File: src/hw/blimp_pkg.sv
// Blimp core shared definitions
// Widths, operation classes, channel payload structs and the
// instruction field helpers used by every unit of the core
package blimp_pkg;

  // ---------------------------------------------------------------------
  // Widths
  // ---------------------------------------------------------------------
  parameter int xlen = 32;

  typedef logic [xlen-1:0] word_t;
  typedef logic [31:0]     addr_t;
  typedef logic [4:0]      areg_t;

  // Upper bounds, modules use only the low bits they need
  parameter int seq_max_bits  = 6;
  parameter int preg_max_bits = 7;

  typedef enum logic [1:0] {
    op_add  = 2'd0,
    op_addi = 2'd1,
    op_mul  = 2'd2
  } op_e;

  // ---------------------------------------------------------------------
  // Channel payloads
  // ---------------------------------------------------------------------
  typedef struct packed { addr_t addr; } mem_req_t;
  typedef struct packed { word_t inst; } mem_resp_t;
  typedef struct packed { addr_t pc; word_t inst; } f2d_t;

  typedef struct packed {
    logic [seq_max_bits-1:0]  seq;
    addr_t                    pc;
    op_e                      op;
    word_t                    op_a;
    word_t                    op_b;
    logic [preg_max_bits-1:0] pdst;
    // Previous mapping of waddr, freed at commit
    logic [preg_max_bits-1:0] pold;
    logic                     wen;
    areg_t                    waddr;
  } d2x_t;

  typedef struct packed {
    logic [seq_max_bits-1:0]  seq;
    logic [preg_max_bits-1:0] pdst;
    logic                     wen;
    areg_t                    waddr;
    word_t                    wdata;
  } x2w_t;

  typedef struct packed {
    logic                     val;
    logic [seq_max_bits-1:0]  seq;
    logic [preg_max_bits-1:0] pdst;
    word_t                    wdata;
  } complete_t;

  typedef struct packed {
    logic                     val;
    logic [seq_max_bits-1:0]  seq;
    addr_t                    pc;
    areg_t                    waddr;
    word_t                    wdata;
    logic                     wen;
    logic [preg_max_bits-1:0] pold;
  } commit_t;

  typedef struct packed {
    addr_t pc;
    areg_t waddr;
    word_t wdata;
    logic  wen;
  } trace_t;

  // ---------------------------------------------------------------------
  // Instruction fields
  // ---------------------------------------------------------------------
  // Only add, addi and mul exist, so opcode and funct7[0] suffice
  function automatic op_e decode_op(word_t inst);
    if (inst[6:0] == 7'b0010011) return op_addi;
    if (inst[25]) return op_mul;
    return op_add;
  endfunction

  // I-type immediate, sign extended
  function automatic word_t imm_i(word_t inst);
    return {{20{inst[31]}}, inst[31:20]};
  endfunction

endpackage

File: src/hw/alu_unit.sv
// Blimp ALU pipe
// Single registered stage adding op_a and op_b, with addi already
// carrying its immediate in op_b
`timescale 1ns/100ps

module alu_unit (
  input  logic            clk,
  input  logic            rst_n,
  input  blimp_pkg::d2x_t d2x_alu,
  input  logic            d2x_alu_val,
  output logic            d2x_alu_rdy,
  output blimp_pkg::x2w_t x2w_alu,
  output logic            x2w_alu_val,
  input  logic            x2w_rdy
);
  import blimp_pkg::*;

  // Accept when empty or the result leaves this cycle
  assign d2x_alu_rdy = ~x2w_alu_val | x2w_rdy;

  always_ff @(posedge clk or negedge rst_n) begin
    if (!rst_n) begin
      x2w_alu_val <= 1'b0;
      x2w_alu     <= '0;
    end else if (d2x_alu_val && d2x_alu_rdy) begin
      x2w_alu_val   <= 1'b1;
      x2w_alu.seq   <= d2x_alu.seq;
      x2w_alu.pdst  <= d2x_alu.pdst;
      x2w_alu.wen   <= d2x_alu.wen;
      x2w_alu.waddr <= d2x_alu.waddr;
      x2w_alu.wdata <= d2x_alu.op_a + d2x_alu.op_b;
    end else if (x2w_rdy) begin
      x2w_alu_val <= 1'b0;
    end
  end

endmodule

File: config.mk
export PLATFORM = sky130hd
export DESIGN_NAME = alu_unit
export DESIGN_NICKNAME = d
export VERILOG_FILES = /design/src/hw/blimp_pkg.sv /design/src/hw/alu_unit.sv
export SDC_FILE = /design/constraint.sdc
export NUM_CORES = 1
export LEC_CHECK = 0
export BUFFER_PORTS_ARGS = -buffer_cell sky130_fd_sc_hd__buf_2
export CAP_MARGIN = 0
export CORE_AREA = 2 2 92 94
export DETAILED_ROUTE_END_ITERATION = 8
export DIE_AREA = 0 0 94 96
export GPL_ROUTABILITY_DRIVEN = 0
export PLACE_DENSITY = 0.83
export SLEW_MARGIN = 20
export SYNTH_ARGS = -nofsm -noshare
export SYNTH_HDL_FRONTEND = slang
export SYNTH_SLANG_ARGS = --single-unit
File: constraint.sdc
create_clock -name clk -period 4 [get_ports clk]
set_clock_uncertainty 0.05 [all_clocks]
set_input_delay 0.4 -clock clk [delete_from_list [all_inputs] [get_ports clk]]
set_output_delay 0.4 -clock clk [all_outputs]
set_load 0.02 [all_outputs]
==> metrics.md, run 1 <==
| Metric | Value |
|---|---|
| Sequential power share | 40.8% |
| Dpl cell area | 0.00456 mm^2 |
| All-Layer GR Usage | 20.5% |
| Synth warnings | 0 |
| Vias in the first global route | 3381 |
| First-pass GRT wire length | 15.1 mm |
| Critical path arrival | 2690 ps |
| Max Buffers Root-to-Sink | 2 |
| Clock transition at the registers of the reported paths | 90 ps |
| Delay of the slowest cell on the worst path | 400 ps |
| Pwr dens | 357 mW/mm^2 |
| Maximum number of pins on one net before global-route repair | 53 |
| Hold crit path type | in -> async |
| Buffers on Ports | 139 |
| P&R area growth vs syn | 19.7% |
| Reg-to-Reg Start | x2w_alu_val |
| Yosys cell types | 60 |
| Leakage | 2.40 nW |
| Final Hold Viols | 0 |
| Vias per cell | 5.60 |
| Max-slew headroom | 41.0% |
| Switching portion of total power | 39.3% |
| Fmax | 393 MHz |
| Synth area leaders | dfrtp_1 34%, nand2_1 10%, ha_1 10% |
| GRT overflow | 0 |
| Post-DP HPWL | 7.61 mm |
| Vias | 3800 |
| Routed len/inst | 14.1 um |
| Main combinational cell family by area after synthesis | compound AO/OA/AOI/OAI gates |
| Crit Path Class | in -> reg |
| Clock Sinks | 52 |
| Mapped Cells | 446 |
| Complex-gate fraction of the synthesized area | 27.4% |
| Worst Slack Setup Final | 1450 ps |
| Mapped Area | 0.00388 mm^2 |
| Share of the synthesized area in the top cell type | 33.5% |
| Final setup TNS | 0 ps |
| Initial Util | 48.2% |
| CP cell instances | buf_2, ha_1, fa_1, a21o_1, a221o_2, and4_4, o21a_1, o21a_1, o311ai_1 |
| Post-Place Worst Slack | 1150 ps |
| Yosys reg bits | 52 |
| VDD IR-drop max | 0.000176 V |
| Crit path buf inv count | 1 |
| Crit path max-delay family | compound AO/OA/AOI/OAI gates |
| Worst-Margin Slew | 881 ps |
| Root Driver | clkbuf_8 |
| Worst setup EP type | register |
| Nets | 734 |
| Slew Viols, Final | 0 |
| Hold_buf cts | 0 |
| Tmin final | 2550 ps |
| Outcome | finished clean |
| CP Max Fanout | 5 |
| Top cells by count, synth | 106 x nand2_1, 52 x dfrtp_1, 31 x ha_1 |
| Max Cap Violations | 0 |
| Slowest-stage cell, CP | fa_1 |
| Detailed Route WL | 9.56 mm |
| Antenna violations before repair | 0 |
| Die footprint | 0.00902 mm^2 |
| Largest area contributor in the netlist | dfrtp_1 |
| Number of buffers added for setup after CTS | 0 |
| Post-CTS sizing | 0 |
| CP required | 4150 ps |
| Drt pass-1 iters | 4 |
| Clock power share | 17.1% |
| CTS buffer count | 5 |
| Syn avg cell area | 8.70 um^2 |
| Post-Synth Simple-Gate Area | 20.0% |
| CTS tree | done |
| RSZ-0062 raised after global routing | false |
| FFs w/ async S/R, synth | 100% |
| Worst setup SP type | input pin |
| DR iter-0 viols | 178 |
| Top FF cell, synth | dfrtp_1 |
| Seq/Total Area, Yosys | 33.5% |
| Htree depth | 2 |
| Internal | 0.00101 W |
| Share of post-route cells with drive strength above 1 | 29.3% |
| Boundary Pins | 181 |
| Die width | 94 um |
| Count leader, synth | nand2_1 |
| Clk_lat worst skew | 290 ps |
| Comb pwr share | 42.2% |
| Post-synth EDFFs | 0 |
| Syn_nets | 606 |
| Post-layout util | 57.7% |
| Site Rows | 33 |
| Cell area after layout | 0.00464 mm^2 |
| Antenna fix cells | 0 |
| Multiplexer share of the synthesized area | 0.290% |
| Final period util | 63.7% |
| Most frequent CP cell | o21a_1 |
| Post-DRT Antenna Nets | 0 |
| # DRC | 0 |
| Post-Synth XOR/XNOR Area | 3.61% |
| Core area | 0.00805 mm^2 |
| Final hold slack | 146 ps |
| Die H | 96 um |
| Final setup viols | 0 |
| Adder and majority gate portion of the synthesized area | 10.5% |
| Crit path launch | d2x_alu[20] |
| NetSw | 0.000652 W |
-- flip-flops by register name, indices dropped and copies added, names as in the netlist --
name / count
x2w_alu: 51
x2w_alu_val: 1
-- stage by stage --
step | total power [W] | std cells
global placement | 0.00137 | 672
CTS | 0.00167 | 679
global route | 0.00177 | 679
finish | 0.00166 | 679
floorplan | 0.00116 | 446
detailed placement | 0.00139 | 672
-- area by class of cell --
class / count / area (um^2)
Sequential cell: 52 / 1300
Fill cell: 758 / 3410
Tap cell: 105 / 131
Inverter: 5 / 18.8
Clock inverter: 2 / 12.5
Multi-Input combinational cell: 369 / 2400
Clock buffer: 5 / 68.8
Timing Repair Buffer: 141 / 711
-- layer usage --
layer | vias up | share of wire, % | global-route usage [%]
met5 | - | 0 | 0
met3 | 14 | 5.4 | 2.19
li1 | 1906 | - | -
met4 | 0 | 1.6 | 5.31
met2 | 140 | 50 | 37.2
met1 | 1740 | 43 | 26.0
-- cell usage in the layout (no fill, tap or decap), types with 3 or more instances in the layout --
| master | count |
|---|---|
| buf_2 | 139 |
| nand2_1 | 106 |
| dfrtp_1 | 52 |
| ha_1 | 31 |
| a21oi_1 | 27 |
| a21o_1 | 23 |
| o21ai_0 | 21 |
| nor2_1 | 14 |
| o211ai_1 | 12 |
| nand3_1 | 9 |
| xnor2_1 | 9 |
| o21a_1 | 8 |
| nor3_1 | 7 |
| xor2_1 | 7 |
| o21bai_1 | 6 |
| a31oi_1 | 6 |
| and2_1 | 6 |
| o31ai_1 | 6 |
| inv_1 | 5 |
| clkbuf_8 | 5 |
| nand2b_1 | 4 |
| and3_1 | 4 |
| nand4_1 | 4 |
| a221oi_1 | 4 |
| a31o_2 | 3 |
| a221o_1 | 3 |
| o311ai_1 | 3 |
| a211oi_1 | 3 |
| nor3b_1 | 3 |
| a211o_1 | 3 |
| a2111o_1 | 3 |
-- power by group through the flow --
stage	Sequential [W]	Combinational, W	Clock [W]
5_1_grt	0.000688	0.000769	0.000310
3_5_place_dp	0.000687	0.000698	0
2_1_floorplan	0.000802	0.000357	0
6_report	0.000676	0.000699	0.000283
3_3_place_gp	0.000682	0.000684	0
4_1_cts	0.000677	0.000700	0.000294
-- cells by family (layout without fill, tap and decap cells) --
| family | Yosys count | in the layout |
|---|---|---|
| AOI/OAI and AO/OA | 150 | 150 |
| xor gates and xnor gates | 16 | 16 |
| adders and majority gates | 32 | 32 |
| buffers and inverters | 25 | 153 |
| DFF | 52 | 52 |
| muxes | 1 | 1 |
| and+or+nand+nor | 170 | 170 |
-- worst paths after layout --
path,end,slack [ps],depth (start not counted)
min in group clk,x2w_alu[34],250,3
worst max-delay path,x2w_alu[26],1450,9
worst max register to register,x2w_alu[30],1860,5
max in group asynchronous,x2w_alu[31],3300,2
worst min-delay path,x2w_alu[29],150,2
worst min register to register,x2w_alu[36],420,2
(Power assumes the default switching activity.)
==> run 2, diff against run 1 <==
--- a/config.mk
+++ b/config.mk
@@ -7,11 +7,11 @@
 export LEC_CHECK = 0
 export BUFFER_PORTS_ARGS = -buffer_cell sky130_fd_sc_hd__buf_2
 export CAP_MARGIN = 0
-export CORE_AREA = 2 2 92 94
+export CORE_AREA = 2 2 98 100
 export DETAILED_ROUTE_END_ITERATION = 8
-export DIE_AREA = 0 0 94 96
+export DIE_AREA = 0 0 100 102
 export GPL_ROUTABILITY_DRIVEN = 0
-export PLACE_DENSITY = 0.83
+export PLACE_DENSITY = 0.77
 export SLEW_MARGIN = 20
 export SYNTH_ARGS = -nofsm -noshare
 export SYNTH_HDL_FRONTEND = slang
==> constraint.sdc (replaced) <==
create_clock -name clk -period 2.2 [get_ports clk]
set_clock_uncertainty 0.05 [all_clocks]
set_input_delay 0.22 -clock clk [delete_from_list [all_inputs] [get_ports clk]]
set_output_delay 0.22 -clock clk [all_outputs]
set_load 0.02 [all_outputs]
==> run 2 against run 1 <==
Cell count grew 10%; power grew 100%; clock power grew 150%; largest cell class unchanged; critical endpoint is now x2w_alu[31]; worst hold slack lost 96 ps; final area grew 12%.
==> metrics.md, run 2 (synthesis results as in run 1) <==
| Metric | Value |
|---|---|
| Core area | 0.00911 mm^2 (+13%) |
| All-Layer GR Usage | 20.3% (-0.16 points) |
| # DRC | 0 (unchanged) |
| Largest register FFs | 51 (unchanged) |
| Max Cap Violations | 0 (unchanged) |
| RSZ-0062 raised after global routing | true |
| Die width | 100 um (+6.4%) |
| Drt pass-1 iters | 5 (+1) |
| Vias in the first global route | 3836 (+13%) |
| Dpl cell area | 0.00504 mm^2 (+10%) |
| GRT overflow | 0 (unchanged) |
| Nets | 795 (+8.3%) |
| Buffers on Ports | 139 (unchanged) |
| Detailed Route WL | 10.6 mm (+11%) |
| Die H | 102 um (+6.3%) |
| Post-DP HPWL | 8.59 mm (+13%) |
| Fill count | 832 (+9.8%) |
| Reg with most FFs | x2w_alu |
| Leading cell types in the layout, fill and taps excluded | 139 x buf_2, 106 x nand2_1, 61 x buf_4 |
| Cell area after layout | 0.00520 mm^2 (+12%) |
| Boundary Pins | 181 (unchanged) |
| Hold crit path type | in -> reg |
| Clock Sinks | 52 (unchanged) |
| Vias | 4067 (+7.0%) |
| CTS tree | done |
| First-pass GRT wire length | 17.0 mm (+13%) |
| Slew Viols, Final | 0 (unchanged) |
| Outcome | finished clean |
| Total power draw | 0.00338 W (+100%) |
| Commonest non-fill, non-tap cell in the layout | buf_2 |
| Post-DRT Antenna Nets | 0 (unchanged) |
| Crit Path Class | in -> reg |
| Antenna fix cells | 0 (unchanged) |
| Max-slew headroom | 60.1% (+19 points) |
| Final Hold Viols | 0 (unchanged) |
| CP Max Fanout | 7 (+2) |
| Hold path depth | 3 |
| Vias per cell | 5.44 (-2.7%) |
| Die footprint | 0.0102 mm^2 (+13%) |
| Pwr dens | 649 mW/mm^2 (+82%) |
| Clock transition at the registers of the reported paths | 90 ps (about the same) |
| Root Driver | clkbuf_8 |
| Worst setup SP type | input pin |
| Critical path arrival | 2260 ps (-430 ps) |
| Routed len/inst | 14.2 um (+0.56%) |
| Leakage | 2.72 nW (+13%) |
| Final period util | 96.1% |
| Clk_lat worst skew | 300 ps (about the same) |
| Tmin final | 2110 ps |
| Htree depth | 2 (unchanged) |
| Worst-Margin Slew | 599 ps (-283 ps) |
| Site Rows | 35 (+6.1%) |
| Max layer used | met4 |
| Worst setup EP type | register |
| Metal2 WL | 5.19 mm (+8.1%) |
| Maximum number of pins on one net before global-route repair | 30 (-43%) |
| CTS buffer count | 5 (unchanged) |
| VDD IR-drop max | 0.000276 V (+57%) |
| Antenna violations before repair | 0 (unchanged) |
| Max Buffers Root-to-Sink | 2 (unchanged) |
| Post-layout util | 57.1% (-0.61 points) |
| M1 wire length | 4.64 mm (+13%) |
| P&R area growth vs syn | 34.0% |
| Fmax | 473 MHz |
| Worst r2r path cells | 6 (+1) |
| Final setup viols | 0 (unchanged) |
| Final hold slack | 49.8 ps (-95.9 ps) |
| DR iter-0 viols | 267 (+50%) |
| Met3 WL post-DR | 524 um (+1.7%) |
| CP required | 2340 ps (-1810 ps) |
| Biggest regs | x2w_alu: 51 flops, x2w_alu_val: 1 flops |
| Initial Util | 42.6% (-5.6 points) |
| Share of post-route cells with drive strength above 1 | 36.6% (+7.4 points) |
run 2: cell count changes in the layout (fill, tap and decap cells not counted), sizes merged:
cell | previous run | this run
clkbuf | 5 | 6
dlygate4sd3 | 0 | 1
bufinv | 0 | 1
clkinvlp | 1 | 0
buf | 141 | 201
run 2: timing repair:
item / in CTS / in global routing
endpoints found under the hold margin: 23 / 0
endpoints found under the setup margin: 0 / 8
hold buffers: 1 / 0
buffers inserted: 0 / 1
gates resized for setup: 0 / 3
run 2: layer usage:
layer  track usage [%]  up-vias
li1                  -     2018
met1              25.7     1878
met2              37.2      153
met3              1.37       18
met4              6.53        0
met5                 0        -
run 2: layout make-up:
cell class	count	area [um^2]	area share, %
inverter	5	18.8	0.361
multi-input combinational	369	2430	46.8
clock buffer	6	82.6	1.59
tap	111	139	2.67
timing repair buffer	202	1180	22.8
sequential	52	1300	25.0
clock inverter	2	38.8	0.746
run 2: power breakdown:
part / switching (W) / leakage, nW / internal (W)
Clock: 0.000329 / 0.0614 / 0.000373
Sequential: 0.000100 / 0.635 / 0.00113
Combinational: 0.000836 / 2.02 / 0.000608
run 2: critical path: stages:
cell and delay, ps:
buf_2 100, ha_1 350, o211ai_1 140, o211ai_1 350, a32oi_1 170, buf_4 190
a21oi_2 330, a311oi_1 150, a221o_1 270
run 2: through the flow:
step / cells / worst slack, ps / TNS (ps)
finish: 747 / 86.5 / 0
global placement: 737 / -220 / -1990
CTS: 746 / 13.7 / 0
floorplan: 446 / -41.5 / -115
detailed placement: 737 / -302 / -2980
global route: 747 / -47.0 / -89.8
run 2: final timing paths:
| check | end | startpoint | slack, ps |
|---|---|---|---|
| worst max-delay path | x2w_alu[31] | d2x_alu[24] | 90 |
| worst max register to register | x2w_alu[30] | x2w_alu_val | 560 |
| min in group asynchronous | x2w_alu[29] | rst_n | 400 |
| max in group asynchronous | x2w_alu[0] | rst_n | 1140 |
| worst min register to register | x2w_alu[40] | x2w_alu[40] | 430 |
| worst min-delay path | x2w_alu[35] | d2x_alu[3] | 50 |
==> run 3, diff against run 2 <==
--- a/config.mk
+++ b/config.mk
@@ -7,11 +7,13 @@
 export LEC_CHECK = 0
 export BUFFER_PORTS_ARGS = -buffer_cell sky130_fd_sc_hd__buf_2
 export CAP_MARGIN = 0
-export CORE_AREA = 2 2 98 100
+export CELL_PAD_IN_SITES_DETAIL_PLACEMENT = 1
+export CELL_PAD_IN_SITES_GLOBAL_PLACEMENT = 2
+export CORE_AREA = 2 2 131 133
 export DETAILED_ROUTE_END_ITERATION = 8
-export DIE_AREA = 0 0 100 102
+export DIE_AREA = 0 0 133 135
 export GPL_ROUTABILITY_DRIVEN = 0
-export PLACE_DENSITY = 0.77
+export PLACE_DENSITY_LB_ADDON = 0.1
 export SLEW_MARGIN = 20
 export SYNTH_ARGS = -nofsm -noshare
 export SYNTH_HDL_FRONTEND = slang
==> run 3 against run 2 <==
Die area grew 76%; first-iteration DRC count is 60% lower; worst hold slack worse by 33 ps; sequential power hardly changed; via count rose by 0.81%; non-clock buffer count is 15 higher; clock-buffer cell count decreased by 1; wire length up 29%; cell count increased by 17%; combinational power rose by 7%; utilization fell by 23 points; power up 8.0%; critical endpoint is now x2w_alu[30]; largest power group unchanged; highest routed layer unchanged.
==> metrics.md, run 3 (synthesis results as in run 1) <==
| Metric | Value |
|---|---|
| Routed len/inst | 15.7 um (+11%) |
| Clock Sinks | 52 (unchanged) |
| CP Max Fanout | 4 (-3) |
| CP cell instances | buf_6, ha_4, fa_2, a21o_1, a221o_2, and4_4, o21a_4, o21a_4, o311ai_4 |
| VDD IR-drop max | 0.000296 V (+7.1%) |
| Post-DP HPWL | 10.9 mm (+27%) |
| Site Rows | 47 (+34%) |
| Largest register FFs | 51 (unchanged) |
| Root Driver | clkbuf_16 |
| Leading cell types in the layout, fill and taps excluded | 137 x buf_2, 106 x nand2_1, 77 x buf_4 |
| Slowest-stage cell, CP | a221o_2 |
| Sequential power share | 33.7% (-2.7 points) |
| # DRC | 0 (unchanged) |
| Detailed Route WL | 13.7 mm (+29%) |
| Maximum number of pins on one net before global-route repair | 53 (+77%) |
| Reg with most FFs | x2w_alu |
| Final hold slack | 17.3 ps (-32.5 ps) |
| Switching portion of total power | 39.1% (+1.7 points) |
| Final period util | 97.5% (+1.4 points) |
| Final Hold Viols | 0 (unchanged) |
| Fmax | 466 MHz (-1.5%) |
| Htree depth | 2 (unchanged) |
| Biggest regs | x2w_alu: 51 flops, x2w_alu_val: 1 flops |
| Buffers on Ports | 139 (unchanged) |
| All-Layer GR Usage | 15.5% (-4.8 points) |
| NetSw | 0.00143 W (+13%) |
| Share of post-route cells with drive strength above 1 | 39.0% (+2.4 points) |
| Total power draw | 0.00365 W (+8.0%) |
| Vias in the first global route | 4361 (+14%) |
| First-pass GRT wire length | 22.3 mm (+31%) |
| Leakage | 2.82 nW (+3.6%) |
| Initial Util | 23.6% (-19 points) |
| Worst-Margin Slew | 755 ps (+156 ps) |
| Comb pwr share | 42.3% (-0.5 points) |
| Finished Layout Cells | 871 (+17%) |
| Max-slew headroom | 49.7% (-10 points) |
| GRT overflow | 0 (unchanged) |
| Die H | 135 um (+32%) |
| Area occupied by multi-input gates | 0.00250 mm^2 (+2.8%) |
| Critical path arrival | 2320 ps (+60 ps) |
| Delay of the slowest cell on the worst path | 430 ps (+80 ps) |
| Outcome | finished clean |
| Dpl cell area | 0.00529 mm^2 (+4.9%) |
| Nets | 810 (+1.9%) |
| CTS tree | done |
| CP required | 2370 ps (+30 ps) |
| P&R area growth vs syn | 43.2% |
| Inst Count DP | 861 (+17%) |
| Clock transition at the registers of the reported paths | 80 ps (about the same) |
| Internal | 0.00222 W (+5.2%) |
| Worst setup SP type | input pin |
| Drt pass-1 iters | 4 (-1) |
| Commonest non-fill, non-tap cell in the layout | buf_2 |
| Die width | 133 um (+33%) |
| Antenna violations before repair | 0 (unchanged) |
| DR iter-0 viols | 108 (-60%) |
| Post-DRT Antenna Nets | 0 (unchanged) |
| Max Cap Violations | 0 (unchanged) |
| Max Buffers Root-to-Sink | 2 (unchanged) |
| Antenna fix cells | 0 (unchanged) |
| Hold crit path type | in -> async |
| Core area | 0.0164 mm^2 (+80%) |
| Pwr dens | 656 mW/mm^2 (+1.0%) |
| Final setup viols | 0 (unchanged) |
| Slew Viols, Final | 0 (unchanged) |
| Tmin final | 2140 ps (+31.4 ps) |
| Die footprint | 0.0180 mm^2 (+76%) |
| Boundary Pins | 181 (unchanged) |
| Cell area after layout | 0.00556 mm^2 (+6.9%) |
| CTS buffer count | 5 (unchanged) |
| Vias | 4100 (+0.81%) |
| Clk_lat worst skew | 310 ps (about the same) |
| Vias per cell | 4.71 (-14%) |
| Post-layout util | 33.9% (-23 points) |
| Worst setup EP type | register |
| Most frequent CP cell | o21a_4 |
| Fill count | 1971 (+140%) |
| Clock power share | 24.0% (+3.2 points) |
| RSZ-0062 raised after global routing | true |
| Crit Path Class | in -> reg |
| Reg area | 0.00130 mm^2 (unchanged) |
-- run 3: final cells by class --
cell class | instances | area share (%)
clock inverters | 3 | 0.495
inverters | 5 | 0.338
multi-input cells | 369 | 45.0
clock buffers | 5 | 2.25
repair buffers | 217 | 23.5
flip-flops and latches | 52 | 23.4
well taps | 220 | 4.95
-- run 3: critical path: cells and delay by family --
family / cells / cell delay (ps)
fa+ha+maj: 2 / 500
compound gates: 5 / 1320
buf+inv: 1 / 100
simple gates: 1 / 180
-- run 3: final timing paths --
path	startpoint	endpoint	slack, ps	depth (start not counted)
min in group clk	d2x_alu[13]	x2w_alu[38]	50	3
hold / removal	rst_n	x2w_alu[14]	20	2
setup / recovery	d2x_alu[20]	x2w_alu[30]	60	9
setup reg to reg	x2w_alu_val	x2w_alu[26]	400	6
hold reg to reg	x2w_alu[43]	x2w_alu[43]	430	2
max in group asynchronous	rst_n	x2w_alu_val	1600	2
-- run 3: what timing repair did --
item,CTS,global route
buffers inserted,0,2
setup endpoints to repair,3,11
gates resized for setup,0,17
hold buffers,0,0
pin swaps,1,10
-- run 3: per-layer routing --
layer	track usage [%]	up-vias	routed length [um]
li1	-	2052	-
met1	21.0	1945	6660
met2	26.1	96	6380
met3	1.99	7	519
met4	4.12	0	124
met5	0	-	0
-- run 3: through the flow --
step           worst slack, ps  setup TNS, ps
3_3_place_gp              -288          -3580
6_report                  55.2              0
2_1_floorplan            -41.5           -115
5_1_grt                  -16.9          -28.8
4_1_cts                   4.92              0
3_5_place_dp              -364          -4190
-- run 3: power groups by stage --
stage          clock (W)  combinational (W)  sequential [W]
2_1_floorplan          0           0.000650         0.00146
4_1_cts         0.000916            0.00152         0.00123
3_5_place_dp           0            0.00152         0.00125
5_1_grt         0.000947            0.00170         0.00125
3_3_place_gp           0            0.00150         0.00125
6_report        0.000875            0.00154         0.00123
